--- src/rtl/axil_pkg.sv ---
/*
 * AXI-lite field widths, types and channel structs shared by the monitor.
 * Address 28 bits and data 32 bits, one strobe bit per data byte.
 */
package axil_pkg;

	////////////////////
	// Bus widths
	////////////////////
	localparam int ADDR_W = 28;
	localparam int DATA_W = 32;
	localparam int STRB_W = DATA_W / 8;

	// Field types
	typedef logic [ADDR_W-1:0] axil_addr_t;
	typedef logic [DATA_W-1:0] axil_data_t;
	typedef logic [STRB_W-1:0] axil_strb_t;
	typedef logic [2:0]        axil_prot_t;
	typedef logic [1:0]        axil_resp_t;

	// Exclusive-okay has no meaning on AXI-lite
	localparam axil_resp_t RESP_EXOKAY = 2'b01;

	////////////////////
	// Channel structs
	////////////////////

	// Write address
	typedef struct packed {
		logic       valid;
		logic       ready;
		axil_addr_t addr;
		axil_prot_t prot;
	} axil_aw_t;

	// Write data
	typedef struct packed {
		logic       valid;
		logic       ready;
		axil_data_t data;
		axil_strb_t strb;
	} axil_w_t;

	// Write response
	typedef struct packed {
		logic       valid;
		logic       ready;
		axil_resp_t resp;
	} axil_b_t;

	// Read address
	typedef struct packed {
		logic       valid;
		logic       ready;
		axil_addr_t addr;
		axil_prot_t prot;
	} axil_ar_t;

	// Read data
	typedef struct packed {
		logic       valid;
		logic       ready;
		axil_data_t data;
		axil_resp_t resp;
	} axil_r_t;

endpackage

--- src/rtl/monitor_pkg.sv ---
/*
 * Monitor limits, counter and timer types, and the violation flag layout.
 * Counts saturate at CNT_FULL, so at most 15 requests can be tracked.
 */
package monitor_pkg;

	////////////////////
	// Outstanding counts
	////////////////////
	localparam int CNT_W = 4;
	typedef logic [CNT_W-1:0] out_cnt_t;
	localparam out_cnt_t CNT_FULL = '1;

	////////////////////
	// Protocol limits
	////////////////////

	// Longest allowed stall on any channel
	localparam int MAX_WAIT  = 12;
	// Longest wait for a response
	localparam int MAX_DELAY = 12;
	// Shortest allowed reset, in cycles
	localparam int MIN_RESET = 15;

	// Timers also measure reset length, so all three limits must fit
	localparam int LIMIT_TOP = (MAX_WAIT > MAX_DELAY) ? MAX_WAIT : MAX_DELAY;
	localparam int LIMIT_ALL = (LIMIT_TOP > MIN_RESET) ? LIMIT_TOP : MIN_RESET;
	localparam int TIMER_W   = $clog2(LIMIT_ALL + 1);
	typedef logic [TIMER_W-1:0] timer_t;

	// Sticky flags, short_reset in the top bit
	typedef struct packed {
		logic short_reset;
		logic valid_after_reset;
		logic bad_resp;
		logic unstable;
		logic request_stall;
		logic response_stall;
		logic count_overflow;
		logic orphan_response;
		logic write_latency;
		logic read_latency;
	} violation_t;

endpackage

--- src/rtl/reset_rule_checker.sv ---
/*
 * Flags a reset shorter than MIN_RESET cycles and any valid seen on the
 * first cycle after reset. Both flags are one-cycle pulses at release.
 */
`timescale 1ns/1ns

module reset_rule_checker (
	input  logic       i_clk,
	input  logic       i_axi_reset_n,
	// AW, W, B, AR and R valids from the top bit down
	input  logic [4:0] i_valids,
	output logic       o_short_reset,
	output logic       o_valid_after_reset
);
	import monitor_pkg::*;

	timer_t rst_len;
	logic   rst_prev;
	logic   released;

	// Reset level one cycle ago
	always_ff @(posedge i_clk)
	begin
		rst_prev <= i_axi_reset_n;
	end

	// Length of the current reset, held once it reaches the minimum
	always_ff @(posedge i_clk)
	begin
		if (i_axi_reset_n)
			rst_len <= '0;
		else if (rst_len != timer_t'(MIN_RESET))
			rst_len <= rst_len + 1'b1;
	end

	// First cycle with reset high
	assign released = i_axi_reset_n && !rst_prev;

	// Count still short of the minimum when reset lets go
	assign o_short_reset = released && (rst_len < timer_t'(MIN_RESET));

	// No channel may present valid right out of reset
	assign o_valid_after_reset = released && (|i_valids);

endmodule

--- src/rtl/outstanding_tracker.sv ---
/*
 * Counts AW, W and read requests that still wait for a response.
 * Counts saturate at CNT_FULL and at zero, so a flagged bus keeps sane counts.
 */
`timescale 1ns/1ns

module outstanding_tracker (
	input  logic                  i_clk,
	input  logic                  i_axi_reset_n,
	input  axil_pkg::axil_aw_t    i_aw,
	input  axil_pkg::axil_w_t     i_w,
	input  axil_pkg::axil_b_t     i_b,
	input  axil_pkg::axil_ar_t    i_ar,
	input  axil_pkg::axil_r_t     i_r,
	output monitor_pkg::out_cnt_t o_aw_cnt,
	output monitor_pkg::out_cnt_t o_w_cnt,
	output monitor_pkg::out_cnt_t o_rd_cnt,
	output logic                  o_overflow,
	output logic                  o_orphan
);
	import monitor_pkg::*;

	logic aw_req;
	logic w_req;
	logic ar_req;
	logic b_ack;
	logic r_ack;

	// One up/down step that holds the count when both happen together
	function automatic out_cnt_t step_cnt(input out_cnt_t cnt, input logic up,
			input logic down);
		out_cnt_t cnt_next;
		cnt_next = cnt;
		if (up && !down && (cnt != CNT_FULL))
			cnt_next = cnt + 1'b1;
		else if (down && !up && (cnt != '0))
			cnt_next = cnt - 1'b1;
		return cnt_next;
	endfunction

	////////////////////
	// Transfers
	////////////////////

	// A transfer needs valid and ready
	assign aw_req = i_aw.valid && i_aw.ready;
	assign w_req  = i_w.valid && i_w.ready;
	assign ar_req = i_ar.valid && i_ar.ready;
	assign b_ack  = i_b.valid && i_b.ready;
	assign r_ack  = i_r.valid && i_r.ready;

	////////////////////
	// Counters
	////////////////////
	always_ff @(posedge i_clk)
	begin
		if (!i_axi_reset_n)
		begin
			o_aw_cnt <= '0;
			o_w_cnt  <= '0;
			o_rd_cnt <= '0;
		end
		else
		begin
			// One B retires both an address and a data beat
			o_aw_cnt <= step_cnt(o_aw_cnt, aw_req, b_ack);
			o_w_cnt  <= step_cnt(o_w_cnt, w_req, b_ack);
			o_rd_cnt <= step_cnt(o_rd_cnt, ar_req, r_ack);
		end
	end

	// Any counter at its top value
	assign o_overflow = (o_aw_cnt == CNT_FULL) || (o_w_cnt == CNT_FULL)
		|| (o_rd_cnt == CNT_FULL);

	// B needs both an address and a data beat in flight and R needs a read
	assign o_orphan = (i_b.valid && ((o_aw_cnt == '0) || (o_w_cnt == '0)))
		|| (i_r.valid && (o_rd_cnt == '0));

endmodule

--- src/rtl/handshake_rule_checker.sv ---
/*
 * Watches one valid/ready channel for payload changes or a dropped valid
 * during a stall, and for stalls of MAX_WAIT cycles or more.
 */
`timescale 1ns/1ns

module handshake_rule_checker #(
	parameter int PAYLOAD_W = 8
) (
	input  logic                 i_clk,
	input  logic                 i_axi_reset_n,
	input  logic                 i_valid,
	input  logic                 i_ready,
	input  logic [PAYLOAD_W-1:0] i_payload,
	output logic                 o_unstable,
	output logic                 o_stall
);
	import monitor_pkg::*;

	logic [PAYLOAD_W-1:0] payload_q;
	logic                 stalled_q;
	logic                 stall;
	timer_t               stall_time;

	// Valid offered but not taken
	assign stall = i_valid && !i_ready;

	// Payload of the previous cycle
	always_ff @(posedge i_clk)
	begin
		payload_q <= i_payload;
	end

	// Whether the previous cycle was a stall
	always_ff @(posedge i_clk)
	begin
		if (!i_axi_reset_n)
			stalled_q <= 1'b0;
		else
			stalled_q <= stall;
	end

	// after a stall, valid must stay up and the payload must hold
	assign o_unstable = stalled_q && (!i_valid || (i_payload != payload_q));

	////////////////////
	// Stall timer
	////////////////////
	always_ff @(posedge i_clk)
	begin
		if (!i_axi_reset_n || !stall)
			stall_time <= '0;
		else if (stall_time != timer_t'(MAX_WAIT))
			stall_time <= stall_time + 1'b1;
	end

	// Raised so the flag lands on the edge the timer reaches MAX_WAIT
	assign o_stall = stall && (stall_time == timer_t'(MAX_WAIT - 1));

endmodule

--- src/rtl/response_latency_checker.sv ---
/*
 * Times how long outstanding writes and reads go without a response.
 * A held-back response (valid high) stops and clears its timer.
 */
`timescale 1ns/1ns

module response_latency_checker (
	input  logic                  i_clk,
	input  logic                  i_axi_reset_n,
	input  logic                  i_bvalid,
	input  logic                  i_rvalid,
	input  monitor_pkg::out_cnt_t i_aw_cnt,
	input  monitor_pkg::out_cnt_t i_w_cnt,
	input  monitor_pkg::out_cnt_t i_rd_cnt,
	output logic                  o_write_late,
	output logic                  o_read_late
);
	import monitor_pkg::*;

	logic   wr_wait;
	logic   rd_wait;
	timer_t wr_time;
	timer_t rd_time;

	// A write is complete once both address and data have gone out
	assign wr_wait = (i_aw_cnt != '0) && (i_w_cnt != '0) && !i_bvalid;
	assign rd_wait = (i_rd_cnt != '0) && !i_rvalid;

	////////////////////
	// Write timer
	////////////////////
	always_ff @(posedge i_clk)
	begin
		if (!i_axi_reset_n || !wr_wait)
			wr_time <= '0;
		else if (wr_time != timer_t'(MAX_DELAY))
			wr_time <= wr_time + 1'b1;
	end

	////////////////////
	// Read timer
	////////////////////
	always_ff @(posedge i_clk)
	begin
		if (!i_axi_reset_n || !rd_wait)
			rd_time <= '0;
		else if (rd_time != timer_t'(MAX_DELAY))
			rd_time <= rd_time + 1'b1;
	end

	// Flags line up with the edge where a timer reaches MAX_DELAY
	assign o_write_late = wr_wait && (wr_time == timer_t'(MAX_DELAY - 1));
	assign o_read_late  = rd_wait && (rd_time == timer_t'(MAX_DELAY - 1));

endmodule

--- src/rtl/axil_protocol_monitor.sv ---
/*
 * Passive AXI-lite protocol monitor; it never drives the bus.
 * Flags are sticky until reset. short_reset is decided at each reset release.
 */
`timescale 1ns/1ns

module axil_protocol_monitor (
	input  logic                    i_clk,
	input  logic                    i_axi_reset_n,
	input  axil_pkg::axil_aw_t      i_aw,
	input  axil_pkg::axil_w_t       i_w,
	input  axil_pkg::axil_b_t       i_b,
	input  axil_pkg::axil_ar_t      i_ar,
	input  axil_pkg::axil_r_t       i_r,
	output monitor_pkg::violation_t o_violation,
	output monitor_pkg::out_cnt_t   o_aw_cnt,
	output monitor_pkg::out_cnt_t   o_w_cnt,
	output monitor_pkg::out_cnt_t   o_rd_cnt
);
	import axil_pkg::*;
	import monitor_pkg::*;

	// Channel order AW, W, B, AR, R from the top bit down
	logic [4:0] valids;
	logic [4:0] hs_unstable;
	logic [4:0] hs_stall;

	logic       short_reset;
	logic       valid_after_reset;
	logic       overflow;
	logic       orphan;
	logic       write_late;
	logic       read_late;
	logic       reset_q;
	violation_t viol_raw;

	assign valids = {i_aw.valid, i_w.valid, i_b.valid, i_ar.valid, i_r.valid};

	////////////////////
	// Checkers
	////////////////////
	reset_rule_checker u_reset (
		.i_clk               (i_clk),
		.i_axi_reset_n       (i_axi_reset_n),
		.i_valids            (valids),
		.o_short_reset       (short_reset),
		.o_valid_after_reset (valid_after_reset)
	);

	outstanding_tracker u_tracker (
		.i_clk         (i_clk),
		.i_axi_reset_n (i_axi_reset_n),
		.i_aw          (i_aw),
		.i_w           (i_w),
		.i_b           (i_b),
		.i_ar          (i_ar),
		.i_r           (i_r),
		.o_aw_cnt      (o_aw_cnt),
		.o_w_cnt       (o_w_cnt),
		.o_rd_cnt      (o_rd_cnt),
		.o_overflow    (overflow),
		.o_orphan      (orphan)
	);

	// Payload is every field but valid and ready
	handshake_rule_checker #(.PAYLOAD_W($bits(axil_aw_t) - 2)) u_aw_hs (
		.i_clk         (i_clk),
		.i_axi_reset_n (i_axi_reset_n),
		.i_valid       (i_aw.valid),
		.i_ready       (i_aw.ready),
		.i_payload     ({i_aw.addr, i_aw.prot}),
		.o_unstable    (hs_unstable[4]),
		.o_stall       (hs_stall[4])
	);

	handshake_rule_checker #(.PAYLOAD_W($bits(axil_w_t) - 2)) u_w_hs (
		.i_clk         (i_clk),
		.i_axi_reset_n (i_axi_reset_n),
		.i_valid       (i_w.valid),
		.i_ready       (i_w.ready),
		.i_payload     ({i_w.data, i_w.strb}),
		.o_unstable    (hs_unstable[3]),
		.o_stall       (hs_stall[3])
	);

	handshake_rule_checker #(.PAYLOAD_W($bits(axil_b_t) - 2)) u_b_hs (
		.i_clk         (i_clk),
		.i_axi_reset_n (i_axi_reset_n),
		.i_valid       (i_b.valid),
		.i_ready       (i_b.ready),
		.i_payload     (i_b.resp),
		.o_unstable    (hs_unstable[2]),
		.o_stall       (hs_stall[2])
	);

	handshake_rule_checker #(.PAYLOAD_W($bits(axil_ar_t) - 2)) u_ar_hs (
		.i_clk         (i_clk),
		.i_axi_reset_n (i_axi_reset_n),
		.i_valid       (i_ar.valid),
		.i_ready       (i_ar.ready),
		.i_payload     ({i_ar.addr, i_ar.prot}),
		.o_unstable    (hs_unstable[1]),
		.o_stall       (hs_stall[1])
	);

	handshake_rule_checker #(.PAYLOAD_W($bits(axil_r_t) - 2)) u_r_hs (
		.i_clk         (i_clk),
		.i_axi_reset_n (i_axi_reset_n),
		.i_valid       (i_r.valid),
		.i_ready       (i_r.ready),
		.i_payload     ({i_r.data, i_r.resp}),
		.o_unstable    (hs_unstable[0]),
		.o_stall       (hs_stall[0])
	);

	response_latency_checker u_latency (
		.i_clk         (i_clk),
		.i_axi_reset_n (i_axi_reset_n),
		.i_bvalid      (i_b.valid),
		.i_rvalid      (i_r.valid),
		.i_aw_cnt      (o_aw_cnt),
		.i_w_cnt       (o_w_cnt),
		.i_rd_cnt      (o_rd_cnt),
		.o_write_late  (write_late),
		.o_read_late   (read_late)
	);

	////////////////////
	// Raw flags
	////////////////////
	always_comb
	begin
		viol_raw.short_reset       = short_reset;
		viol_raw.valid_after_reset = valid_after_reset;
		// Exclusive-okay on any presented response
		viol_raw.bad_resp = (i_b.valid && (i_b.resp == RESP_EXOKAY))
			|| (i_r.valid && (i_r.resp == RESP_EXOKAY));
		viol_raw.unstable          = |hs_unstable;
		viol_raw.request_stall     = hs_stall[4] || hs_stall[3] || hs_stall[1];
		viol_raw.response_stall    = hs_stall[2] || hs_stall[0];
		viol_raw.count_overflow    = overflow;
		viol_raw.orphan_response   = orphan;
		viol_raw.write_latency     = write_late;
		viol_raw.read_latency      = read_late;
	end

	// Reset level one cycle ago, marks the release edge
	always_ff @(posedge i_clk)
	begin
		reset_q <= i_axi_reset_n;
	end

	////////////////////
	// Sticky flags
	////////////////////
	always_ff @(posedge i_clk)
	begin
		if (!i_axi_reset_n)
		begin
			o_violation <= '0;
			// Kept through reset, judged again at release
			o_violation.short_reset <= o_violation.short_reset;
		end
		else
		begin
			o_violation <= o_violation | viol_raw;
			// a full reset clears it here, a short one sets it
			if (!reset_q)
				o_violation.short_reset <= viol_raw.short_reset;
		end
	end

endmodule

--- config.mk ---
export PLATFORM = sky130hd
export DESIGN_NAME = axil_protocol_monitor
export DESIGN_NICKNAME = d
export VERILOG_FILES = /design/src/rtl/axil_pkg.sv /design/src/rtl/monitor_pkg.sv /design/src/rtl/reset_rule_checker.sv /design/src/rtl/outstanding_tracker.sv /design/src/rtl/handshake_rule_checker.sv /design/src/rtl/response_latency_checker.sv /design/src/rtl/axil_protocol_monitor.sv
export SDC_FILE = /design/constraint.sdc
export NUM_CORES = 1
export LEC_CHECK = 0
export BUFFER_PORTS_ARGS = -buffer_cell sky130_fd_sc_hd__buf_2
export CAP_MARGIN = 20
export CORE_MARGIN = 1
export CORE_UTILIZATION = 25
export DETAILED_ROUTE_END_ITERATION = 8
export GPL_ROUTABILITY_DRIVEN = 0
export PLACE_DENSITY_LB_ADDON = 0.05
export SYNTH_ARGS = -nofsm -noshare
export SYNTH_HDL_FRONTEND = slang
export SYNTH_HIERARCHICAL = 1
export SYNTH_SLANG_ARGS = --single-unit
--- constraint.sdc ---
create_clock -name i_clk -period 4.86 [get_ports i_clk]
set_input_delay 0.972 -clock i_clk [delete_from_list [all_inputs] [get_ports i_clk]]
set_output_delay 0.972 -clock i_clk [all_outputs]
set_load 0.005 [all_outputs]
; ---- Yosys cells after proc, flatten, opt, wreduce, memory -nomap -nowiden
; Cells that the tools add are included.
[totals]
ff_bits = 194
input_bits = 146
output_inout_bits = 22
wordCells = 182
[classes]
addsub = 14
n_lt_le_gt_ge = 1
eq_ne = 28
mux = 7
n_bitwise = 1
n_reduce_logical = 99
[ops]
columns = cell, count
row1 = 31-bit inequality test, 2
row2 = "4-bit by 1-bit adder with 4-bit output, second input constant", 11
row3 = 1-bit logical AND, 44
row4 = "4-bit inequality test, second input constant", 11
row5 = "4-bit equality test, second input constant", 10
row6 = 36-bit inequality test, 1
row7 = 34-bit inequality test, 1
row8 = 1-bit logical NOT, 24
row9 = 4-bit two-way mux, 6
row10 = 1-bit logical OR, 20
row11 = 4-bit logical NOT, 3
row12 = 4-bit nonzero test, 3
row13 = "4-bit by 1-bit subtractor with 4-bit output, second input constant", 3
row14 = 10-bit OR, 1
row15 = 5-bit OR reduction, 2
row16 = 2-bit nonzero test, 3
row17 = "2-bit by 1-bit equality test with 1-bit output, second input constant", 2
row18 = "4-bit < comparator, second input constant", 1
row19 = 2-bit inequality test, 1
row20 = 1-bit two-way mux, 1

; ---- Longest topological paths before layout
[logic_depth]
ltp_word = 7
mapped_depth = 9
mapped_depth_nobuf = 8

; ---- Hierarchy
; The synthesis kept the hierarchy.
[by_module_without_submodules]
columns = module, instances, cells_per_inst, area_per_inst_um2
row1 = handshake_rule_checker (u_ar_hs ...), 2, 99, 1189.9
row2 = handshake_rule_checker (u_w_hs), 1, 111, 1345.0
row3 = handshake_rule_checker (u_r_hs), 1, 107, 1283.7
row4 = outstanding_tracker, 1, 93, 888.4
row5 = response_latency_checker, 1, 49, 439.2
row6 = axil_protocol_monitor, 1, 26, 341.6
row7 = handshake_rule_checker (u_b_hs), 1, 32, 300.3
row8 = reset_rule_checker, 1, 24, 234.0

; ---- Worst setup path after synthesis
; Ideal clock, no wire load.
[synth_path]
path_kind = input port to flip-flop
from = in i_b[3] (netlist name)
to = reg u_tracker.o_aw_cnt[3]
setup_time_ns = 0.072
t_arrival_ns = 2.531
required_ns = 4.788
slack_ns = 2.257
stages = 9
path_buffers = 1
path_cell_list = nand2_1 and4_4 buf_6 inv_1 ha_1 a21o_2 a21oi_1 mux2i_1 mux2i_1
[synth_between]
elab_chain_len = 5
[synth_rtl]
columns = item, line_no
row1 = start: declaration, axil_protocol_monitor.sv:12  ; input axil_pkg::axil_b_t i_b,
row2 = 1-bit logical AND (*), outstanding_tracker.sv:49  ; assign b_ack = i_b.valid && i_b.ready;
row3 = 1-bit logical NOT, outstanding_tracker.sv:34  ; if (up && !down && (cnt != CNT_FULL))
row4 = 1-bit logical AND (2 in a row), outstanding_tracker.sv:34
row5 = 4-bit two-way mux or 2-bit nonzero test (tied branches), --
row6 = end signal: assignment, outstanding_tracker.sv:66  ; o_aw_cnt <= step_cnt(o_aw_cnt, aw_req, b_ack);
row7 = end: declaration, outstanding_tracker.sv:15  ; output monitor_pkg::out_cnt_t o_aw_cnt,
; Every way passes the cells marked *; elsewhere a longest branch is shown, timed or not.
; A chain may end at the register's enable or synchronous reset.

; ---- Worst setup path after layout
[layout_path]
from = in i_b[3] (netlist name)
to = reg u_tracker.o_w_cnt[3]
[layout_between]
elab_chain_len = 5
[layout_rtl]
columns = item, line_no
row1 = 1-bit logical AND (*), outstanding_tracker.sv:49
row2 = 1-bit logical NOT, outstanding_tracker.sv:34
row3 = 1-bit logical AND (2 in a row), outstanding_tracker.sv:34
row4 = 4-bit two-way mux or 2-bit nonzero test (tied branches), --
row5 = end signal: assignment, outstanding_tracker.sv:67  ; o_w_cnt <= step_cnt(o_w_cnt, w_req, b_ack);
row6 = end: declaration, outstanding_tracker.sv:16  ; output monitor_pkg::out_cnt_t o_w_cnt,
; Marks and branches as above.

==> results.ini <==
[floorplan]
coreArea_um2=28100
dieHeight_um=172
dieArea_um2=29500
pin_count=168
start_util_pct=25.7
die_w_um=172
fp-row-count=61

[clock_network]
clock-sinks=195
clkLatencyLatePin_ns=0.42
root_buffer=clkbuf_16
post_cts_buffers=0
cts_tree=built
post_cts_resized=0
cts_buffer_depth=2
h-tree-depth=4
numCtsBuffers=17
clk_pin_slew_ns=0.08
cts_hold_buf=0

[synth]
async_flop_share_pct=0
yosysWarningCount=6
synth-edff-count=1
synth_ff_type=dfxtp_1
synth_cell_types=49
synth_seq_cells=195
ys_seq_area_share_pct=54.3
syn_area_per_cell_um2=11.3
syn_nets=810
netlist_area_um2=7210
syn_inst=640

[worst_setup_path]
crit_path_end_kind=flip-flop
path_max_fanout=9
crit_type=in -> reg
required_ns=5.22
reg2reg_from=u_tracker/o_rd_cnt[0]
cp_data_arrival_time_ns=2.89
worstSetupStartpoint=i_b[3]
worst_setup_path_start_kind=input pin

[routing]
wl_per_cell_um=13.9
vias=5065
finalWirelength_um=16900
drt_iter0_markers=172
vias_per_cell=4.18
ant_nets=0
drc_errors=0
dr.pass1.iters=4

[finish]
mostFrequentLayoutCells=dfxtp_1, buf_2, xnor2_1, xor2_1, nor2_1
final_cells=1213
nets=992
utilization_pct=32.3
final_area_um2=9070
drive_gt1_share_pct=25.9
final_common_cell=dfxtp_1
area_growth_syn_to_layout_pct=25.8

[grt]
grt_pass1_wl_um=26500
antenna_found_initial=2
grt_pass1_vias=5243
grt_use_met2_pct=19.6
grt_use_met1_pct=14.3
overflow=0
grtUsageTotal_pct=11.7
grt_busiest_layer=met2
grt_max_degree=37
met3_usage_pct=3.61

[sta]
hold_viol=0
fmax_mhz=396
drv_slew=0
fin_worst_skew_ns=0.0106
period_minus_slack_ns=2.53
setup_violations=0
worst_slew_pin_slew_ns=0.709
tns_ns=0
rsz0062_at_grt=no
slew_headroom_pct=52.8
fin_crit_sh_pct=52.0

[power]
p_per_area_nw_per_um2=386
leakage_nw=3.69
vdd_drop_max_mv=0.194

[hold_path]
hp-class=reg -> reg
hp-start=o_violation[7]

[placement]
io_buffers=167
place_area_um2=8490
dp_cells=1181
hpwlAfterDp_um=13200

[flow_run]
cap_violations=0

[outcome]
outcome=completed

kinds of logic after synthesis:
logic type | count (synthesis) | synth area share, %
simple gates | 168 | 13.6
compound gates | 65 | 6.40
mux | 14 | 1.94
xor+xnor | 145 | 17.6
flops | 195 | 54.3
buf+inv | 29 | 1.72
fa+ha+maj | 24 | 4.48
final cells by class:
type | count | area [um^2]
clock buffers | 17 | 425
repair buffers | 167 | 836
multi-input cells | 416 | 3170
clock inverters | 14 | 156
diodes | 1 | 2.50
inverters | 25 | 93.8
fillers | 2943 | 19000
flip-flops and latches | 195 | 3910
well taps | 378 | 473
where the power goes:
part	total [mW]	switching (mW)	internal, mW	leakage (nW)
clock network	1.39	0.704	0.691	0.282
registers	1.75	0.0642	1.68	1.63
logic	0.358	0.167	0.191	1.78
registers in the layout (all words and copies together) (netlist names), 10 cells and up:
register           cells
u_w_hs/payload_q      36
o_violation           10
u_r_hs/payload_q      34
u_ar_hs/payload_q     31
u_aw_hs/payload_q     31
stage by stage:
| step | setup WS, ns | power [mW] | hold WS [ns] |
|---|---|---|---|
| CTS | 2.37 | 3.57 | 0.459 |
| global placement | 1.92 | 2.13 | 0.430 |
| detailed placement | 1.90 | 2.15 | 0.435 |
| floorplan | 2.26 | 1.99 | 0.450 |
| finish | 2.33 | 3.50 | 0.455 |
| global route | 2.25 | 3.68 | 0.489 |
path summary, 6_finish.rpt:
| path | end | slack (ns) | cells after the start |
|---|---|---|---|
| hold reg to reg | o_violation[7] | 0.45 | 2 |
| hold / removal | o_violation[7] | 0.45 | 2 |
| setup reg to reg | u_tracker/o_rd_cnt[3] | 2.59 | 8 |
| setup / recovery | u_tracker/o_w_cnt[3] | 2.33 | 9 |
routing by layer:
layer | routed length (um) | vias to the layer above
li1 | - | 2594
met1 | 7840 | 2348
met2 | 7940 | 110
met3 | 970 | 11
met4 | 153 | 2
met5 | 13 | -
Yosys cell counts (all sizes together), types with 7 or more instances:
cell type  instances  area share, %
inv               25            1.3
ha                21            3.6
nand2             19           0.99
nand3             18            1.3
o21a               7           0.73
a31oi             10           0.87
a21oi             16            1.1
dfxtp            194             54
nor4              21            2.1
nand3b             8           0.83
nand4             30            2.6
a211oi            11            1.5
nor2              31            1.6
xor2              39            4.7
xnor2            106             13
mux2i             14            1.9
nor3              18            1.4
worst max-delay path, cell delays in order:
cell and delay, ns:
buf_2 0.22, nand2_1 0.19, and4_1 0.30, inv_1 0.17, ha_1 0.26, a21o_1 0.17
a21oi_1 0.17, mux2i_1 0.24, mux2i_1 0.18
(Power assumes the default switching activity.)
